--- src/hdl/cachePkg.sv ---
`default_nettype none

package cachePkg;

	// SRAM geometry
	localparam int sramAddressSize = 9;
	localparam int pageIndexSize = 3;
	localparam int pageCount = 1 << pageIndexSize;
	localparam int pageWordSize = sramAddressSize - pageIndexSize;

	// Peripheral bus and backing memory use the same byte address width
	localparam int busAddressWidth = 24;

	// Region number that selects one SRAM-sized block of backing memory
	localparam int manualPageWidth = busAddressWidth - sramAddressSize - 2;

	// Register window decode
	localparam logic [11:0] registerBase = 12'h800;

	localparam logic [11:0] configOffset = 12'h000;
	localparam logic [11:0] statusOffset = 12'h004;
	localparam logic [11:0] pageAddressOffset = 12'h008;
	localparam logic [11:0] cacheStatusOffset = 12'h00C;

	// Configuration bits
	// 0 enable, 1 automaticPaging (stored only), 2 writeEnable
	localparam int configWidth = 3;

endpackage

`default_nettype wire
--- src/hdl/sramArbiter.sv ---
`timescale 1ns/1ns
`default_nettype none

module sramArbiter (
	input wire clk,
	input wire rst,

	// Fill port
	input wire fillWrite,
	input wire [cachePkg::sramAddressSize-1:0] fillAddress,
	input wire [31:0] fillData,
	output logic fillBusy,

	// Bus window port
	input wire winRequest,
	input wire winWrite,
	input wire [cachePkg::sramAddressSize-1:0] winAddress,
	input wire [3:0] winByteSelect,
	input wire [31:0] winDataWrite,
	output logic [31:0] winDataRead,
	output logic winBusy,

	// SRAM port
	output logic sramEnable,
	output logic sramWrite,
	output logic [cachePkg::sramAddressSize-1:0] sramAddress,
	output logic [3:0] sramByteSelect,
	output logic [31:0] sramDataWrite,
	input wire [31:0] sramDataRead
);

	logic readPending;
	logic fillGrant;
	logic winGrant;

	// Window read data comes back the cycle after the grant
	always_ff @(posedge clk) begin
		if (rst) begin
			readPending <= 1'b0;
		end else begin
			readPending <= winGrant && !winWrite;
		end
	end

	// Fill waits out the read return cycle only
	assign fillBusy = readPending;
	assign fillGrant = fillWrite && !readPending;
	assign winGrant = winRequest && !fillWrite && !readPending;

	assign sramEnable = fillGrant || winGrant;
	assign sramWrite = fillGrant || (winGrant && winWrite);
	assign sramAddress = fillGrant ? fillAddress : winAddress;
	assign sramByteSelect = fillGrant ? 4'hF : winByteSelect;
	assign sramDataWrite = fillGrant ? fillData : winDataWrite;

	assign winDataRead = sramDataRead;
	assign winBusy = winRequest && !readPending && !(winGrant && winWrite);

endmodule

`default_nettype wire

--- config.mk ---
export PLATFORM = sky130hd
export DESIGN_NAME = sramArbiter
export DESIGN_NICKNAME = d
export VERILOG_FILES = /design/src/hdl/cachePkg.sv /design/src/hdl/sramArbiter.sv
export SDC_FILE = /design/constraint.sdc
export NUM_CORES = 1
export LEC_CHECK = 0
export CORE_AREA = 3 3 77 79
export DETAILED_ROUTE_END_ITERATION = 10
export DIE_AREA = 0 0 80 82
export DONT_BUFFER_PORTS = 1
export GPL_ROUTABILITY_DRIVEN = 0
export GPL_TIMING_DRIVEN = 0
export SKIP_LAST_GASP = 1
export SYNTH_ARGS = -nofsm -noshare
export SYNTH_HDL_FRONTEND = slang
export SYNTH_SLANG_ARGS = --single-unit
export TNS_END_PERCENT = 50
--- constraint.sdc ---
create_clock -name clk -period 3.6 [get_ports clk]
set_input_delay 0.72 -clock clk [delete_from_list [all_inputs] [get_ports clk]]
set_output_delay 0.72 -clock clk [all_outputs]
set_load 0.03 [all_outputs]
# ---- Word level (Yosys, flattened, before mapping)
# Index checks and enable logic that the tools add are counted.
dict set report classes {
  reduce_logical 13
  muxes 3
}
# op count
set op_table {}
lappend op_table {{32-bit two-way mux} 1}
lappend op_table {{9-bit two-way mux} 1}
lappend op_table {{1-bit logical AND} 7}
lappend op_table {{1-bit zero test} 4}
lappend op_table {{4-bit two-way mux} 1}
lappend op_table {{1-bit logical OR} 2}
dict set report totals {
  in_bits 123
  output_inout_bits 81
  ff_bits 1
  wordCells 17
}

# ---- Longest topological paths before layout
dict set report depth {
  ltp_word 6
  depth_mapped 4
  ltp_nobuf 2
}

# ---- Worst setup path before layout
# OpenSTA, ideal clock, no wires.
dict set report synth_timing {
  kind {in2out}
  startpoint {input port fillWrite}
  endpoint {output port sramAddress[2] (netlist name)}
  arrival_time_ns 1.486
  slack_ns 1.394
  path_buffers 2
  stages 4
  required_ns 2.880
  cell_sequence {nor2b_4 > buf_12 > buf_12 > mux2_4}
}
dict set report synth_via {
  elab_chain_cells 2
}
# element line
set synth_lines {}
lappend synth_lines {{from (decl)} sramArbiter.sv:9} ;# input wire fillWrite,
lappend synth_lines {{1-bit logical AND} sramArbiter.sv:47} ;# assign fillGrant = fillWrite && !readPending;
lappend synth_lines {{9-bit two-way mux} sramArbiter.sv:52} ;# assign sramAddress = fillGrant ? fillAddress : winAddress;
lappend synth_lines {{to (decl)} sramArbiter.sv:26} ;# output logic [cachePkg::sramAddressSize-1:0] sramAddress,
# Every way passes these cells.

# ---- Worst setup path after layout
dict set report layout_timing {
  startpoint {input port fillWrite}
  endpoint {output port sramDataWrite[15]}
}
dict set report layout_via {
  elab_chain_cells 2
}
# element line
set layout_lines {}
lappend layout_lines {{1-bit logical AND} sramArbiter.sv:47}
lappend layout_lines {{32-bit two-way mux} sramArbiter.sv:54} ;# assign sramDataWrite = fillGrant ? fillData : winDataWrite;
lappend layout_lines {{to (decl)} sramArbiter.sv:28} ;# output logic [31:0] sramDataWrite,
# Every way passes these cells.

==> parameters.txt <==
Parameter                              Value

Run status
  Run status ... finished, final reports clean

Pwr
  Total design power ... about 280 µW
  Combinational share of power ... roughly 96%
  Net switching power of the design ... 170.1 µW
  Net switching fraction of the power ... 60.28%
  Clk pwr share ... 0%
  Static leakage ... 0.0005565 µW
  Worst VDD drop ... between 0.00009 and 0.0001 V
  Relative contribution of sequential cells to total power ... ~4.5%
  Power Internal ... 112.1 µW
  Power per cell area ... approximately 250 nW/µm²

Cells and area
  Synthesis-to-layout area growth ... 8.717%
  Layout Cells excl Fill ... 164
  Number of flip-flops in the largest register ... 1
  Number of antenna cells inserted ... 0
  # nets final ... between 200 and 250
  Share of final-layout standard cells stronger than drive strength 1 ... ~90%
  Fill cells ... 584
  Utilization after layout ... approximately a fifth

Routing
  Drt total wl ... between 3 and 4 mm
  First-pass DRT Iterations ... 2
  Post-detailed-route DRC marker count ... 0
  Residual antenna-violating net count after detailed routing ... 0
  Post-DR wirelength/cell ... 18.48 µm
  Vias per std cell ... roughly 4.3
  First-iteration detailed-routing DRC count ... 6
  Routed vias ... 697

Global route
  Number of antenna violations at the first check in global routing ... 0
  Global-route wire length before repair ... between 3 and 4 mm
  Remaining global-route overflow ... 0
  Maximum number of pins on one net before global-route repair ... 11
  Overall routing resource usage ... 6.463%
  Vias in the first global route ... just under 600

Worst setup path
  Biggest fanout along the worst timing path ... 10
  Critical path data arrival time ... about 1500 ps
  R2R Setup Slk ... approximately 2700 ps
  Destination of the worst register-to-register timing path ... fillBusy
  Capturing element type of the critical path ... output pin
  Critical path class ... in -> out
  Reg-to-Reg Start ... fillBusy
  End point of the critical path ... sramDataWrite[15]
  Critical Path Source Type ... primary input
  Endpoint required time on the critical path ... around 2900 ps
  Critical path startpoint ... fillWrite
  Number of cell instances on the worst register-to-register path ... 2

STA
  Worst Tran Pin Value ... just over 700 ps
  Final setup violation count ... 0
  Endpoints failing hold ... 0
  Setup TNS after final layout ... 0 ps
  Normalized max-slew margin ... 52.82%
  Unrepaired setup endpoints after global routing ... no
  Max-slew violation total from the final report ... 0
  Final critical-path share of the clock period ... between 60% and 70%
  Crit path setup slack, layout ... 1351 ps
  Setup Skew ... 0 ps
  Maximum clock frequency ... 444.6 MHz
  Final critical delay including setup and external delays ... 2249 ps

Die
  Vert. Die Dim ... 82 µm
  Floorplan die area ... ~6600 µm²
  Starting density of the core ... between 10% and 20%
  Die width ... 80 µm
  Placeable core region ... between 5000 and 6000 µm²
  Placement row count ... 27
  IO Count ... just over 200

Yosys
  Register area share after synthesis ... a little under 2%
  Number of synthesized register bits ... 1
  Cell type with the highest aggregate area in the netlist ... mux2_4
  Netlist Area Pre-Place ... a little over 1000 µm²
  Number of instances in the synthesized netlist ... 92
  Portion of synthesized cell area occupied by the leading cell type ... a little over half
  Yosys warning total ... 0
  Cell variety after synth ... 12
  Dominant cells by area after synthesis ... mux2_4 (52%), buf_4 (23%), buf_12 (9.7%)
  Per-instance average area after synthesis ... around 11 µm²
  Mapped Nets ... around 220

Clock network
  PostCTS Resize Cnt ... 0
  Source-to-sink clock delay at the later pin of the worst-skew pair ... 0 ps
  Clock Pin Slew Worst Setup and Hold Paths ... 0 ps
  Post-CTS setup-driven buffer insertion count ... 0
  Hold-fix buffer count after cts ... 0

Worst hold path
  Hold Path Depth ... 1
  Type of the most critical hold path ... in -> reg

Place
  Setup slack at placement ... about 1300 ps
  Inst Count DP ... roughly 160
  # port buffers ... 0

Flow run
  Max_cap viols ... 0
## how the worst min path moves through the flow
stage	from	endpoint	slack [ps]
2_1_floorplan	fillWrite	fillBusy	800
3_3_place_gp	rst	fillBusy	810
3_5_place_dp	rst	fillBusy	810
4_1_cts	rst	fillBusy	810
5_1_grt	rst	fillBusy	810
6_report	rst	fillBusy	800
## synth_stat cells
cell type,number
nor2b_4,1
nor2_1,3
or2_2,4
buf_12,5
mux2_2,5
inv_1,1
mux2_4,36
nand2b_1,1
a21oi_1,2
dfxtp_1,1
nor4_1,1
buf_4,32
## logic make-up after synthesis
logic type / synth area share [%]
buf+inv: 33.29
flops: 1.937
mux: 57.75
simple gates: 6.053
compound gates: 0.9686
## critical path: stages
cell,delay [ps]
nor2b_4,130
buf_12,160
buf_12,150
mux2_4,360
## through the flow
step,cell area (µm²),hold slack (ps)
2_1_floorplan,1033,796.4
5_1_grt,1124,812.6
4_1_cts,1124,807.0
3_5_place_dp,1124,807.0
6_report,1124,804.5
3_3_place_gp,1124,808.4
## metal layers
metal	up-vias	track usage, %	share of wire, %
met1	296	5.430	24
met3	0	2.193	18
met5	-	0	0
met4	0	0	0
met2	116	14.82	58
li1	285	-	-
## power by group through the flow
stage,clock [µW],combinational (µW),sequential (µW)
after floorplan,0,258,12.6
after global placement,0,271,12.8
after detailed placement,0,273,12.8
after CTS,0,273,12.7
after global routing,0,280,12.8
final,0,269,12.7
## final cells by class
| type | instances | area, µm² | share of cell area [%] |
|---|---|---|---|
| plain buffers | 37 | 340.3 | 30.29 |
| flip-flops and latches | 1 | 20.02 | 1.782 |
| well taps | 72 | 90.09 | 8.018 |
| multi-input cells | 53 | 669.4 | 59.58 |
| inverters | 1 | 3.754 | 0.3341 |
## cell usage in the layout (no fill, tap or decap)
| master | Yosys | layout |
|---|---|---|
| mux2_4 | 36 | 36 |
| inv_1 | 1 | 1 |
| nor2_1 | 3 | 3 |
| or2_2 | 4 | 4 |
| mux2_2 | 5 | 5 |
| nor4_1 | 1 | 1 |
| buf_4 | 32 | 32 |
| dfxtp_1 | 1 | 1 |
| nor2b_4 | 1 | 1 |
| buf_12 | 5 | 5 |
| a21oi_1 | 2 | 2 |
| nand2b_1 | 1 | 1 |
(Power assumes the default switching activity.)
