<file path="src/hdl/cachePkg.sv">
`default_nettype none

package cachePkg;

	// SRAM geometry
	localparam int sramAddressSize = 9;
	localparam int pageIndexSize = 3;
	localparam int pageCount = 1 << pageIndexSize;
	localparam int pageWordSize = sramAddressSize - pageIndexSize;

	// Peripheral bus and backing memory use the same byte address width
	localparam int busAddressWidth = 24;

	// Region number that selects one SRAM-sized block of backing memory
	localparam int manualPageWidth = busAddressWidth - sramAddressSize - 2;

	// Register window decode
	localparam logic [11:0] registerBase = 12'h800;

	localparam logic [11:0] configOffset = 12'h000;
	localparam logic [11:0] statusOffset = 12'h004;
	localparam logic [11:0] pageAddressOffset = 12'h008;
	localparam logic [11:0] cacheStatusOffset = 12'h00C;

	// Configuration bits
	// 0 enable, 1 automaticPaging (stored only), 2 writeEnable
	localparam int configWidth = 3;

endpackage

`default_nettype wire
</file>
<file path="src/hdl/pageController.sv">
`timescale 1ns/1ns
`default_nettype none

module pageController (
	input wire clk,
	input wire rst,
	input wire cacheEnable,
	input wire manualPageAddressSet,
	input wire [cachePkg::manualPageWidth-1:0] manualPageAddress,

	// Backing memory
	output logic memEnable,
	output logic [cachePkg::busAddressWidth-1:0] memAddress,
	input wire [31:0] memDataRead,
	input wire memBusy,

	// SRAM fill port
	output logic fillWrite,
	output logic [cachePkg::sramAddressSize-1:0] fillAddress,
	output logic [31:0] fillData,
	input wire fillBusy,

	// Status
	output logic cacheBusy,
	output logic cacheInitialised,
	output logic cacheRequestData,
	output logic [cachePkg::pageCount-1:0] pageAddressSet,
	output logic [cachePkg::pageCount-1:0] pageRequestLoad
);

	typedef enum logic [1:0] {
		idleState,
		fetchState,
		storeState
	} fillState;

	fillState state;
	logic [cachePkg::sramAddressSize-1:0] wordCounter;
	logic [cachePkg::manualPageWidth-1:0] region;
	logic [31:0] memData;
	logic [cachePkg::pageIndexSize-1:0] pageIndex;
	logic pageEnd;
	logic lastWord;

	assign pageIndex = wordCounter[cachePkg::sramAddressSize-1 -: cachePkg::pageIndexSize];
	assign pageEnd = &wordCounter[cachePkg::pageWordSize-1:0];
	assign lastWord = &wordCounter;

	always_ff @(posedge clk) begin
		if (rst) begin
			state <= idleState;
			wordCounter <= '0;
			cacheInitialised <= 1'b0;
			pageAddressSet <= '0;
			pageRequestLoad <= '0;
		end else begin
			case (state)
				idleState: begin
					// A request with the cache disabled is dropped
					if (manualPageAddressSet && cacheEnable) begin
						wordCounter <= '0;
						pageRequestLoad <= '1;
						pageAddressSet <= '0;
						state <= fetchState;
					end
				end
				fetchState: begin
					if (!memBusy) begin
						state <= storeState;
					end
				end
				storeState: begin
					if (!fillBusy) begin
						if (pageEnd) begin
							pageRequestLoad[pageIndex] <= 1'b0;
							pageAddressSet[pageIndex] <= 1'b1;
						end
						if (lastWord) begin
							cacheInitialised <= 1'b1;
							state <= idleState;
						end else begin
							wordCounter <= wordCounter + 1'b1;
							state <= fetchState;
						end
					end
				end
				default: state <= idleState;
			endcase
		end
	end

	always_ff @(posedge clk) begin
		if (state == idleState && manualPageAddressSet) begin
			region <= manualPageAddress;
		end
		if (state == fetchState && !memBusy) begin
			memData <= memDataRead;
		end
	end

	assign memEnable = state == fetchState;
	assign memAddress = {region, wordCounter, 2'b00};

	assign fillWrite = state == storeState;
	assign fillAddress = wordCounter;
	assign fillData = memData;

	assign cacheBusy = state != idleState;
	assign cacheRequestData = |pageRequestLoad;

endmodule

`default_nettype wire

</file>
<file path="config.mk">
export PLATFORM = sky130hd
export DESIGN_NAME = pageController
export DESIGN_NICKNAME = d
export VERILOG_FILES = /design/src/hdl/cachePkg.sv /design/src/hdl/pageController.sv
export SDC_FILE = /design/constraint.sdc
export NUM_CORES = 1
export LEC_CHECK = 0
export BUFFER_PORTS_ARGS = -buffer_cell sky130_fd_sc_hd__buf_4
export CAP_MARGIN = 20
export CORE_ASPECT_RATIO = 1.25
export CORE_UTILIZATION = 30
export CTS_BUF_LIST = sky130_fd_sc_hd__clkbuf_4
export CTS_CLUSTER_DIAMETER = 100
export DETAILED_ROUTE_END_ITERATION = 12
export GPL_ROUTABILITY_DRIVEN = 0
export SLEW_MARGIN = 25
export SYNTH_ARGS = -nofsm -noshare
export SYNTH_HDL_FRONTEND = slang
export SYNTH_SLANG_ARGS = --single-unit
export TNS_END_PERCENT = 10
</file>
<file path="constraint.sdc">
create_clock -name clk -period 3.62 [get_ports clk]
set_input_delay 0.362 -clock clk [delete_from_list [all_inputs] [get_ports clk]]
set_output_delay 0.362 -clock clk [all_outputs]
set_load 0.005 [all_outputs]
</file>
## Word-level counts from Yosys, hierarchy flattened

Cells that the tools add are included.

- Latch bits: 0
- Memories: 0
- Logic and storage cells: 55
- Output and inout port bits: 86
- Bits in writable memories: 0
- Input bits: 51
- ROM bits: 0
- Flip-flop bits (word level): 73

- Muxes and demuxes: 19
- $mul: 0
- Reductions and logical operators: 15
- Shift operators: 0
- Div/mod/pow operators: 0
- $lt $le $gt $ge: 2
- Bitwise logic cells: 4
- Eq/ne operators: 7
- Add/sub/neg operators: 1

Operators by type and width:

| operator | number |
|---|---|
| $mux W8 | 6 |
| $pmux W8 S2 | 2 |
| $mux W9 | 3 |
| $pmux W9 S2 | 1 |
| $reduce_and A11 Y1 | 1 |
| $add A9 B1 Y9 const B | 1 |
| $reduce_and A9 Y1 | 1 |
| $and A8 B8 Y8 | 1 |
| $ne A2 B2 Y1 const B | 4 |
| $not A8 Y8 | 1 |
| $or A8 B8 Y8 | 1 |
| $reduce_and A4 Y1 | 2 |
| $reduce_or A8 Y1 | 1 |
| $mux W2 | 3 |
| $pmux W2 S3 | 1 |
| $reduce_and A6 Y1 | 1 |
| $logic_and A1 B1 Y1 | 4 |
| $lt A3 B4 Y1 const B | 1 |
| $reduce_bool A2 Y1 | 2 |
| $demux W1 S3 | 1 |
| $ge A3 B1 Y1 const B | 1 |
| $reduce_and A3 Y1 | 1 |
| $eq A2 B1 Y1 const B | 1 |
| $eq A2 B2 Y1 const B | 1 |
| 5 further kinds | 6 |

## Depth between registers and ports, before layout

- Word-level depth: 9
- Mapped depth: 8
- Gate-level depth less buffers: 7

## Least setup slack after synthesis

OpenSTA, ideal clock, no wires.

- Path type: register -> register
- Start point: register state[1]
- End point: register memData[0] (netlist: fillData[0]), enable pin
- Cell stages (with the launch flop): 3
- Data required time: 3.150 ns
- Buffers on the path: 1
- Data arrival time: 2.892 ns
- Period minus slack after synthesis: 3.363 ns
- Setup time: 0.470 ns
- Setup slack: 0.257 ns
- Cells stage by stage: dfxtp_1 > buf_2 > nor3b_1

- Word-level cells in the longest chain between the ends: 2

Ends and longest elaborated chain:

| item | RTL line | text |
|---|---|---|
| start: declaration | pageController.sv:37 | `fillState state;` |
| start signal: assignment | pageController.sv:51 | `state <= idleState;` |
| start signal: assignment | pageController.sv:64 | `state <= fetchState;` |
| start signal: assignment | pageController.sv:69 | `state <= storeState;` |
| $eq A2 B1 Y1 | pageController.sv:96 | `if (state == fetchState && !memBusy) begin` |
| $logic_and A1 B1 Y1 | pageController.sv:96 |  |
| end signal: assignment | pageController.sv:97 | `memData <= memDataRead;` |
| end: declaration | pageController.sv:40 | `logic [31:0] memData;` |

No other way between the ends.
A chain may end at the register's enable or synchronous reset.

## Worst setup path in the final report

- Start point: register wordCounter (netlist bit fillAddress[6])
- End point: register wordCounter (netlist bit fillAddress[7])

- Word-level cells in the longest chain between the ends: 4
- Elaborated cells on any way between the ends: 7
- Classes of those cells: add/sub (1); eq/ne (1); mux (3); reduce/logical (2)

Ends and longest elaborated chain:

| item | RTL line | text |
|---|---|---|
| start: declaration | pageController.sv:38 | `logic [cachePkg::sramAddressSize-1:0] wordCounter;` |
| start signal: assignment | pageController.sv:82 | `wordCounter <= wordCounter + 1'b1;` |
| $add A9 B1 Y9 | pageController.sv:82 |  |
| $mux W9 | pageController.sv:78 | `if (lastWord) begin` |
| $mux W9 | pageController.sv:73 | `if (!fillBusy) begin` |
| $pmux W9 S2 | pageController.sv:57 | `case (state)` |

Several ways; a longest one is shown, not always the timed one. The select of a mux whose other input is x is not followed.

==> metrics.txt <==
status=finished, final reports clean; maximum vdd ir drop=0.000150 V; synth top area cells=edfxtp_1 (49%), dfxtp_1 (20%), buf_4 (3.0%); Sink Count=73; GR peak layer=met2; die height=109 microns; post_cts resized=0; CP Max Fanout=15; Logic pwr share=9.7%; RSZ-0062 raised after global routing=false; drt drc=0; CTS clk-pin slew, worst paths=120 ps; Worst Max-Slew Pin Slew=873 ps; area of the mapped netlist=2770 sq um; final period utilization=64.3%; top_reg_cell synth=edfxtp_1; First DRT Iteration DRCs=70; ys async rst share=0%; GR Overflow Total=0; worst setup margin=1290 ps; PD cells=419 nW/um^2; synth-to-layout area growth=42.8%; Pins Over Slew Limit=0; Seq pwr share=56.7%; min-delay worst type=in2reg; largest net degree at the start of global routing=33; Fin Clk Skew=14.2 ps; Synth Instances=200; P_sw=0.000371 W; Die ar.=9630 sq um; clock root buffer=clkbuf_4; sequential cell area fraction in the yosys report=69.0%; slowest stage cell, crit path=or4b_4; reg2reg setup slack=1290 ps; hold bufs inserted after CTS=0; Cell Int Power=0.00129 W; DRT Pass-1 Iters=4; design area=3960 sq um; hold depth=1; CORE AREA=8840 sq um; post-synth top area share=48.7%; TNS Setup=0 ps; global-route wire length before repair=10000 microns; final core utilization=44.8%; Critical Path AT=2690 ps; endpoints failing hold=0; YS warnings=0; switching share of power=22.4%; GRT Util Overall=14.3%; DP Area=3800 sq um; Req. time, crit path=3990 ps; FF-to-FF Start=fillAddress[6]; post-route minimum period=2330 ps; Fmax=0.430 GHz; post-CTS setup buffers=0; Worst Reg2Reg Path Length in Cells=6; # setup viols final=0; Cell Chain, Critical Path=and2_0, nor3b_1, ha_1, or4b_4, a211oi_2, mux2i_1; WS Path Type=reg2reg; relative slew slack=41.6%; layout cells sized above 1=48.2%; cell accounting for the most synthesized area=edfxtp_1; final wirelength=6900 microns; pre-CTS setup slack=1310 ps; number of global-route vias before repair=1948; cell row count=38; met3 Track Usage GR=4.20%; FILL cells=834; Die Width=88.0 microns; H-tree depth=3; Total Power=0.00166 W; clock latency on the worst-skew pair=420 ps; number of CTS-inserted buffers=9; WHS Endpoint=fillData[1]; antenna violations before repair=0; worst r2r dst=fillAddress[7]; hpwl dp=5060 microns; CP peak stage delay=590 ps; met1 Usage GRT=16.3%; worst min-delay path startpoint=memDataRead[1]; WL/cell=15.3 microns; Max-Cap Viols=0; Via Count=2085; number of synthesized flops with an enable pin=45; IO Port Bufs=134; Final #Nets=378; syn avg cell area=13.9 sq um; Antenna diodes=0; I/O pin total=137; CP Capture Type=register; CTS Buffer Depth=2; CP startpoint kind=register; clock power share=33.6%; CTS tree=built; met2 usage=23.0%; synthesized flop and latch total=73; Initial Util=31.4%; DR vias/cell=4.63; remaining antenna violation count=0; Leak=1.64 nW; Unique masters post-synth=40
[sequential cells by signal, indices dropped and copies added, names as in the netlist]
signal	count
cacheInitialised	1
fillAddress	9
fillData	32
pageAddressSet	8
pageRequestLoad	8
region	13
state	2
[power groups by stage]
stage | Sequential, W | Clock, W | Combinational [W]
floorplan | 0.000959 | 0 | 0.0000537
global placement | 0.000960 | 0 | 0.000161
detailed placement | 0.000961 | 0 | 0.000163
CTS | 0.000942 | 0.000573 | 0.000163
global route | 0.000945 | 0.000612 | 0.000176
finish | 0.000940 | 0.000558 | 0.000161
[area by class of cell]
type                    count  area (sq um)  area share [%]
well taps                 120           150            3.79
clock inverters             7          85.1            2.15
repair buffers            135          1010            25.6
inverters                   4          15.0           0.379
flip-flops and latches     73          1910            48.3
multi-input cells         102           716            18.1
clock buffers               9          67.6            1.71
[critical path, delay by kind of cell, from the launching register on]
kind,cells,cell delay (ps)
flip-flops,1,480
multiplexers,1,200
adder cells (fa/ha/maj),1,240
AO/OA/AOI/OAI,1,270
AND/OR/NAND/NOR,3,1090
[synth_stat cells, types with 2 or more instances]
master     number
edfxtp_1       45
dfxtp_1        28
buf_4          11
nand3_1        10
o21ai_0         9
a21oi_1         7
clkbuf_1        7
nor2_1          7
nand2_1         6
or3_1           6
a31oi_1         5
a32o_1          5
mux2i_1         5
nor2b_1         5
a22o_1          4
inv_1           4
nor4_1          4
a211oi_2        3
o2111ai_1       3
buf_2           2
buf_6           2
ha_1            2
nor3_1          2
nor3b_1         2
[routing by layer]
layer / vias up / wire, microns
met4: 0 / 173
li1: 1000 / -
met5: - / 0
met2: 109 / 3160
met1: 963 / 2880
met3: 13 / 681
[placed cells by master (no fill, tap or decap), types with 5 or more instances in the layout]
cell | netlist | final
dfxtp_1 | 28 | 28
mux2i_1 | 5 | 5
nor2b_1 | 5 | 5
or3_1 | 6 | 6
nand2_1 | 6 | 6
a31oi_1 | 5 | 5
o21ai_0 | 9 | 9
edfxtp_1 | 45 | 45
a32o_1 | 5 | 5
clkbuf_4 | 0 | 9
nand3_1 | 10 | 10
a21oi_1 | 7 | 7
buf_4 | 11 | 135
nor2_1 | 7 | 6
[worst max path at each step]
stage,start,end,slack [ps],cells after the start
floorplan,state[1],fillData[0],260,2
global placement,fillAddress[6],fillAddress[6],1400,6
detailed placement,fillAddress[6],fillAddress[7],1310,6
CTS,fillAddress[6],fillAddress[7],1280,6
global route,fillAddress[0],fillAddress[7],1170,7
finish,fillAddress[6],fillAddress[7],1290,6
[kinds of logic after synthesis]
family	Yosys count	synth area share, %
DFF	73	69.0
and+or+nand+nor	54	12.4
AOI/OAI and AO/OA	39	10.2
buffers and inverters	26	5.64
muxes	5	1.81
adders and majority gates	2	0.902
other	1	0.135
[stage by stage]
step / hold slack, ps / instances
6_report: 107 / 450
5_1_grt: 70.0 / 450
4_1_cts: 80.1 / 450
3_5_place_dp: 466 / 434
3_3_place_gp: 463 / 434
2_1_floorplan: 461 / 201
No activity file was read; power rests on OpenSTA's default activity.
