--- src/hdl/cachePkg.sv ---
`default_nettype none

package cachePkg;

	// SRAM geometry
	localparam int sramAddressSize = 9;
	localparam int pageIndexSize = 3;
	localparam int pageCount = 1 << pageIndexSize;
	localparam int pageWordSize = sramAddressSize - pageIndexSize;

	// Peripheral bus and backing memory use the same byte address width
	localparam int busAddressWidth = 24;

	// Region number that selects one SRAM-sized block of backing memory
	localparam int manualPageWidth = busAddressWidth - sramAddressSize - 2;

	// Register window decode
	localparam logic [11:0] registerBase = 12'h800;

	localparam logic [11:0] configOffset = 12'h000;
	localparam logic [11:0] statusOffset = 12'h004;
	localparam logic [11:0] pageAddressOffset = 12'h008;
	localparam logic [11:0] cacheStatusOffset = 12'h00C;

	// Configuration bits
	// 0 enable, 1 automaticPaging (stored only), 2 writeEnable
	localparam int configWidth = 3;

endpackage

`default_nettype wire
--- src/hdl/cacheManagement.sv ---
`timescale 1ns/1ns
`default_nettype none

module cacheManagement (
	input wire clk,
	input wire rst,

	// Peripheral bus
	input wire we,
	input wire oe,
	input wire [cachePkg::busAddressWidth-1:0] address,
	input wire [3:0] byteSelect,
	input wire [31:0] dataWrite,
	output logic [31:0] dataRead,
	output logic busy,

	// SRAM window
	output logic winRequest,
	output logic winWrite,
	output logic [cachePkg::sramAddressSize-1:0] winAddress,
	output logic [3:0] winByteSelect,
	output logic [31:0] winDataWrite,
	input wire [31:0] winDataRead,
	input wire winBusy,

	// Page controller
	output logic cacheEnable,
	output logic manualPageAddressSet,
	output logic [cachePkg::manualPageWidth-1:0] manualPageAddress,
	input wire cacheBusy,
	input wire cacheInitialised,
	input wire cacheRequestData,
	input wire [cachePkg::pageCount-1:0] pageAddressSet,
	input wire [cachePkg::pageCount-1:0] pageRequestLoad
);

	localparam int aw = cachePkg::busAddressWidth;
	localparam int lowBits = cachePkg::sramAddressSize + 2;

	logic [cachePkg::configWidth-1:0] configuration;
	logic writeEnable;
	logic registerSelect;
	logic sramWindow;
	logic [11:0] localAddress;
	logic configSelect;
	logic statusSelect;
	logic pageAddressSelect;
	logic cacheStatusSelect;
	logic sramAccess;
	logic fillActive;
	logic pageWrite;

	assign localAddress = address[11:0];
	assign registerSelect = address[aw-1:12] == cachePkg::registerBase;
	assign sramWindow = !address[aw-1] && (address[aw-2:lowBits] == '0);

	assign configSelect = registerSelect && localAddress == cachePkg::configOffset;
	assign statusSelect = registerSelect && localAddress == cachePkg::statusOffset;
	assign pageAddressSelect = registerSelect && localAddress == cachePkg::pageAddressOffset;
	assign cacheStatusSelect = registerSelect && localAddress == cachePkg::cacheStatusOffset;

	assign cacheEnable = configuration[0];
	assign writeEnable = configuration[2];

	// Covers the cycle between the start pulse and cacheBusy rising
	assign fillActive = cacheBusy || manualPageAddressSet;
	assign pageWrite = we && pageAddressSelect;

	always_ff @(posedge clk) begin
		if (rst) begin
			configuration <= '0;
			manualPageAddress <= '0;
			manualPageAddressSet <= 1'b0;
		end else begin
			if (we && configSelect && byteSelect[0]) begin
				configuration <= dataWrite[cachePkg::configWidth-1:0];
			end
			manualPageAddressSet <= pageWrite && !fillActive;
			if (pageWrite && !fillActive) begin
				manualPageAddress <= dataWrite[aw-1 -: cachePkg::manualPageWidth];
			end
		end
	end

	// Window writes with writeEnable clear are dropped
	assign sramAccess = sramWindow && (oe || (we && writeEnable));
	assign winRequest = sramAccess && !fillActive;
	assign winWrite = we && !oe;
	assign winAddress = address[lowBits-1:2];
	assign winByteSelect = byteSelect;
	assign winDataWrite = dataWrite;

	always_comb begin
		if (sramWindow) begin
			busy = sramAccess && (fillActive || winBusy);
		end else begin
			busy = pageWrite && fillActive;
		end
	end

	always_comb begin
		if (configSelect) begin
			dataRead = 32'(configuration);
		end else if (statusSelect) begin
			dataRead = 32'({cacheRequestData, cacheInitialised});
		end else if (pageAddressSelect) begin
			// Region number read back as a byte address
			dataRead = 32'({manualPageAddress, {lowBits{1'b0}}});
		end else if (cacheStatusSelect) begin
			dataRead = 32'({pageRequestLoad, pageAddressSet});
		end else if (sramWindow) begin
			dataRead = winDataRead;
		end else begin
			dataRead = '1;
		end
	end

endmodule

`default_nettype wire

--- config.mk ---
export PLATFORM = sky130hd
export DESIGN_NAME = cacheManagement
export DESIGN_NICKNAME = d
export VERILOG_FILES = /design/src/hdl/cachePkg.sv /design/src/hdl/cacheManagement.sv
export SDC_FILE = /design/constraint.sdc
export NUM_CORES = 1
export LEC_CHECK = 0
export BUFFER_PORTS_ARGS = -buffer_cell sky130_fd_sc_hd__buf_2
export CORE_ASPECT_RATIO = 0.75
export CORE_MARGIN = 10
export CORE_UTILIZATION = 35
export CTS_CLUSTER_DIAMETER = 120
export DETAILED_ROUTE_END_ITERATION = 12
export PLACE_DENSITY = 0.87
export SETUP_SLACK_MARGIN = 0.4
export SLEW_MARGIN = 30
export SYNTH_ARGS = -nofsm -noshare
export SYNTH_HDL_FRONTEND = slang
export SYNTH_SLANG_ARGS = --single-unit
--- constraint.sdc ---
create_clock -name clk -period 1.5 [get_ports clk]
set_input_delay 0.075 -clock clk [delete_from_list [all_inputs] [get_ports clk]]
set_output_delay 0.075 -clock clk [all_outputs]
set_load 0.02 [all_outputs]
# Word level (Yosys, flattened, before mapping)
# Index checks and enable logic that the tools add are counted.
# W data, S select, Z words.
totals:
  ff_bits: 17
  out_inout_bits: 95
  in_bits: 116
classes:
  mux: 6
  reduce_logical: 23
  eq_ne: 4
ops:
  columns: ["operator", "count"]
  rows:
  - ["$mux W32", 5]
  - ["$eq A12 B4 Y1 const B", 2]
  - ["$logic_not A12 Y1", 2]
  - ["$logic_and A1 B1 Y1", 15]
  - ["$eq A12 B12 Y1 const B", 1]
  - ["$eq A12 B3 Y1 const B", 1]
  - ["$logic_not A1 Y1", 3]
  - ["$logic_or A1 B1 Y1", 3]
  - ["$mux W1", 1]

# Depth between registers and ports, before layout
depth:
  depth_word: 7
  depth_mapped: 7
  ltp_nobuf: 4

# Worst setup path before layout
# OpenSTA, ideal clock, no wires.
synth_timing:
  path_kind: "input -> output"
  start: "input address[18] (netlist bit)"
  end: "output winRequest"
  slack_ps: 115
  arrival_time_ps: 1310
  cell_stages: 4
  path_buffers: 0
  cell_sequence: "nor4_4 nand4_1 or2_1 nor3_1"
synth_between:
  elab_chain_len: 4
synth_rtl:
  columns: ["item", "line", "rtl"]
  rows:
  - ["from (decl)", "cacheManagement.sv:11", "input wire [cachePkg::busAddressWidth-1:0] address,"]
  - ["$logic_not A12 Y1", "cacheManagement.sv:55", "assign sramWindow = !address[aw-1] && (address[aw-2:lowBits] == '0);"]
  - ["$logic_and A1 B1 Y1", "cacheManagement.sv:55", null]
  - ["$logic_and A1 B1 Y1", "cacheManagement.sv:86", "assign sramAccess = sramWindow && (oe || (we && writeEnable));"]
  - ["$logic_and A1 B1 Y1", "cacheManagement.sv:87", "assign winRequest = sramAccess && !fillActive;"]
  - ["to (decl)", "cacheManagement.sv:18", "output logic winRequest,"]
# Every way passes these cells.

# Worst setup path in the final report
layout_timing:
  start: "input address[20] (netlist bit)"
  end: "output dataRead[30]"
layout_between:
  elab_chain_len: 7
  elab_cells_between_ends: 12
  cone_classes: "eq/ne (1); mux (5); reduce/logical (6)"
layout_rtl:
  columns: ["item", "line", "rtl"]
  rows:
  - ["$logic_not A12 Y1", "cacheManagement.sv:55", null]
  - ["$logic_and A1 B1 Y1", "cacheManagement.sv:55", null]
  - ["$mux W32", "cacheManagement.sv:111", "end else if (sramWindow) begin"]
  - ["$mux W32", "cacheManagement.sv:109", "end else if (cacheStatusSelect) begin"]
  - ["$mux W32", "cacheManagement.sv:106", "end else if (pageAddressSelect) begin"]
  - ["$mux W32", "cacheManagement.sv:104", "end else if (statusSelect) begin"]
  - ["$mux W32 *", "cacheManagement.sv:102", "if (configSelect) begin"]
  - ["to (decl)", "cacheManagement.sv:14", "output logic [31:0] dataRead,"]
# Every way passes the cells marked *; elsewhere a longest branch is shown, timed or not.

==> metrics.cfg <==
[worst_setup_path]
critical_path_class = input port to output port
critPathRequiredTime_ns = 1.42
cp_top_family = buffers and inverters
end_kind = output port
crit_chain = buf_6 > nor4_4 > buf_4 > nand4_1 > buf_6 > buf_2 > nor2_1 > nor2_2 > buf_6
path_buf_inv = 5
critPathArrivalTime_ns = 1.54
critPathLaunchType = input port
slowest_delay_ns = 0.35
cp_max_fo = 10
critPathSlowestCell = nor4_4
cpMostUsedCell = buf_6
r2r_slack_ns = 0.13

[clock_tree]
clk_pin_slew_worst_paths_ns = 0.07
cts_made_buffers = 3
insertion_delay_ns = 0.25
hold_buffers = 0
root_buffer = clkbuf_8
h-tree-depth = 1
clockBufferDepth = 2
clock-sinks = 17
cts_tree = built

[route]
avgViaCountPerCell = 5.299
routedWlPerCell_um = 21.25
totalWireLength_um = 10580
postRouteAntennaNets = 0
drtIter0Drc = 85
via_count = 2639
first_pass_iters = 4
drc_errors = 0

[run_status]
violations = setup timing
status = complete, but fails checks

[floorplanning]
dieArea_mm2 = 0.008826
io_pins = 211
core.rowCount = 23
start_util_pct = 35.99
die_h_um = 83.90
die_x_um = 105.2
coreArea_mm2 = 0.005295

[power]
ir_worst_vdd_uv = 222.1
power_mw = 1.191
p_leak_nw = 1.581
powerDensity_mw_per_mm2 = 308.1

[synthesis]
synth-edff-count = 0
synthDistinctLibCells = 39
synthTopCellsByCount = 50 x buf_4, 44 x nor2_1, 35 x a21oi_1
synth_area_mm2 = 0.001906
synth_ff_type = dfxtp_1
synth_top_area_cell = buf_4
synth_cells = 266
ys_top_cells_by_area = buf_4 20%, dfxtp_1 18%, a21oi_1 9.2%, nor2_1 8.7%, o31ai_1 5.9%
yosys_warnings = 0
synth_most_common_cell = buf_4
synth_seq_cells = 17
synth_seq_area_share_pct = 17.86
async_reset_ff_share_pct = 0
syn-num-nets = 382
avgSynthCellArea_um2 = 7.164
synth.top_cell.area_share_pct = 19.70

[sta]
tightest_slew_ns = 0.5514
worst_slack_ns = -0.1158
fin_skew_ns = 0.002644
fin_tns_setup_ns = -1.583
final.min_clock_period_ns = 1.616
slew_headroom_pct = 63.07
hold_viol_final = 0
rsz0062_at_grt = yes
setup_violations = 30
slew_violations = 0
fmax_ghz = 0.6189
min_period_over_period_pct = 107.7

[global_route]
grt_overflow = 0
antenna_found_initial = 1
grt_pass1_wl_um = 15240
grt_pass1_vias = 2837
grt_usage_pct = 20.80
grt_max_degree = 21

[placed_design]
port_buffers = 172
gp_congestion = 0.7990
dpl.hpwl_um = 7509

[final_layout]
fin_nets = 539
drive_above_1_share_pct = 74.88
layout-area-overhead-vs-synth_pct = 102.8
fillers = 401

[job]
max_cap_violations = 0

[hold_path]
hold_class = input port to flip-flop

[kinds of logic (layout without fill, tap and decap cells)]
kind of cell | Yosys count | in the layout | synth area share [%]
other | 0 | 1 | 0
and+or+nand+nor | 109 | 110 | 31.12
DFF | 17 | 17 | 17.86
AOI/OAI and AO/OA | 67 | 67 | 21.80
buffers and inverters | 70 | 225 | 27.58
muxes | 3 | 3 | 1.641
[flip-flops by register name (all words and copies together) (netlist names)]
register / flops
manualPageAddressSet: 1
manualPageAddress: 13
configuration: 3
[per-stage QoR]
stage | setup WS [ns] | util (%) | instance area (um^2) | instances | hold WS [ns]
CTS | -0.03677 | 63.33 | 3353 | 487 | 0.08459
global placement | -0.03828 | 51.96 | 2751 | 467 | 0.1501
finish | -0.1158 | 72.99 | 3865 | 498 | 0.08419
global route | -0.1644 | 72.99 | 3865 | 498 | 0.08804
detailed placement | -0.1059 | 51.96 | 2751 | 467 | 0.1501
floorplan | 0.2938 | - | 2137 | 266 | 0.1836
[area by class of cell]
cell class              instances  area, um^2  share of cell area (%)
diodes                          1       2.502                 0.06475
multi-input cells             180        1710                   44.25
inverters                       4       15.01                  0.3885
well taps                      75       93.84                   2.428
clock buffers                   4       45.04                   1.165
repair buffers                217        1654                   42.80
flip-flops and latches         17       344.1                   8.903
[final timing paths]
kind / from / endpoint / cells past startpoint
min reg2reg: manualPageAddress[1] / manualPageAddress[1] / 2
min: dataWrite[16] / manualPageAddress[5] / 3
max: address[20] / dataRead[30] / 9
max reg2reg: manualPageAddressSet / manualPageAddress[11] / 4
[worst reg2reg max path, cell delays in order, from the launching register on]
cell	delay, ns
dfxtp_4	0.36
nor2_4	0.20
nand3_4	0.25
o31ai_4	0.33
a21oi_1	0.09
[power breakdown]
part,total [mW],switching (mW),internal [mW]
Clock,0.349,0.161,0.189
Combinational,0.392,0.224,0.168
Sequential,0.449,0.0000000126,0.449
Total,1.19,0.385,0.806
[repair_timing]
item | CTS | global route
resized for setup | 101 | 92
setup endpoints to repair | 51 | 51
gates cloned | 2 | 2
pin swaps | 31 | 32
buffers inserted | 14 | 8
[layout by cell type (no fill, tap or decap), drive strengths merged]
| master | synthesis | routed |
|---|---|---|
| dfxtp | 17 | 17 |
| and4 | 1 | 1 |
| a211oi | 5 | 5 |
| nor4 | 4 | 4 |
| clkbuf | 6 | 5 |
| and2 | 1 | 1 |
| o2bb2ai | 1 | 1 |
| a221oi | 1 | 1 |
| mux2 | 1 | 1 |
| mux2i | 2 | 2 |
| o31ai | 16 | 16 |
| diode | 0 | 1 |
| nor4b | 1 | 1 |
| o22ai | 5 | 5 |
| nor4bb | 1 | 1 |
| a22o | 1 | 1 |
| nor3 | 8 | 8 |
| buf | 59 | 216 |
| nor2b | 2 | 2 |
| nand3 | 8 | 9 |
| o21ai | 3 | 3 |
| a21oi | 35 | 35 |
| nand2 | 18 | 18 |
| inv | 4 | 4 |
| or2 | 1 | 1 |
| nand4 | 15 | 15 |
| nor2 | 45 | 45 |
| and3 | 4 | 4 |
[metal layers]
metal / global-route usage, % / part of all wire, % / vias to the layer above
met5: 0 / 0 / -
met2: 39.54 / 54 / 140
li1: - / - / 1221
met3: 8.488 / 8.1 / 10
met1: 20.90 / 37 / 1268
met4: 3.358 / 0.94 / 0
Note: power is estimated with default switching activity, not from simulation.
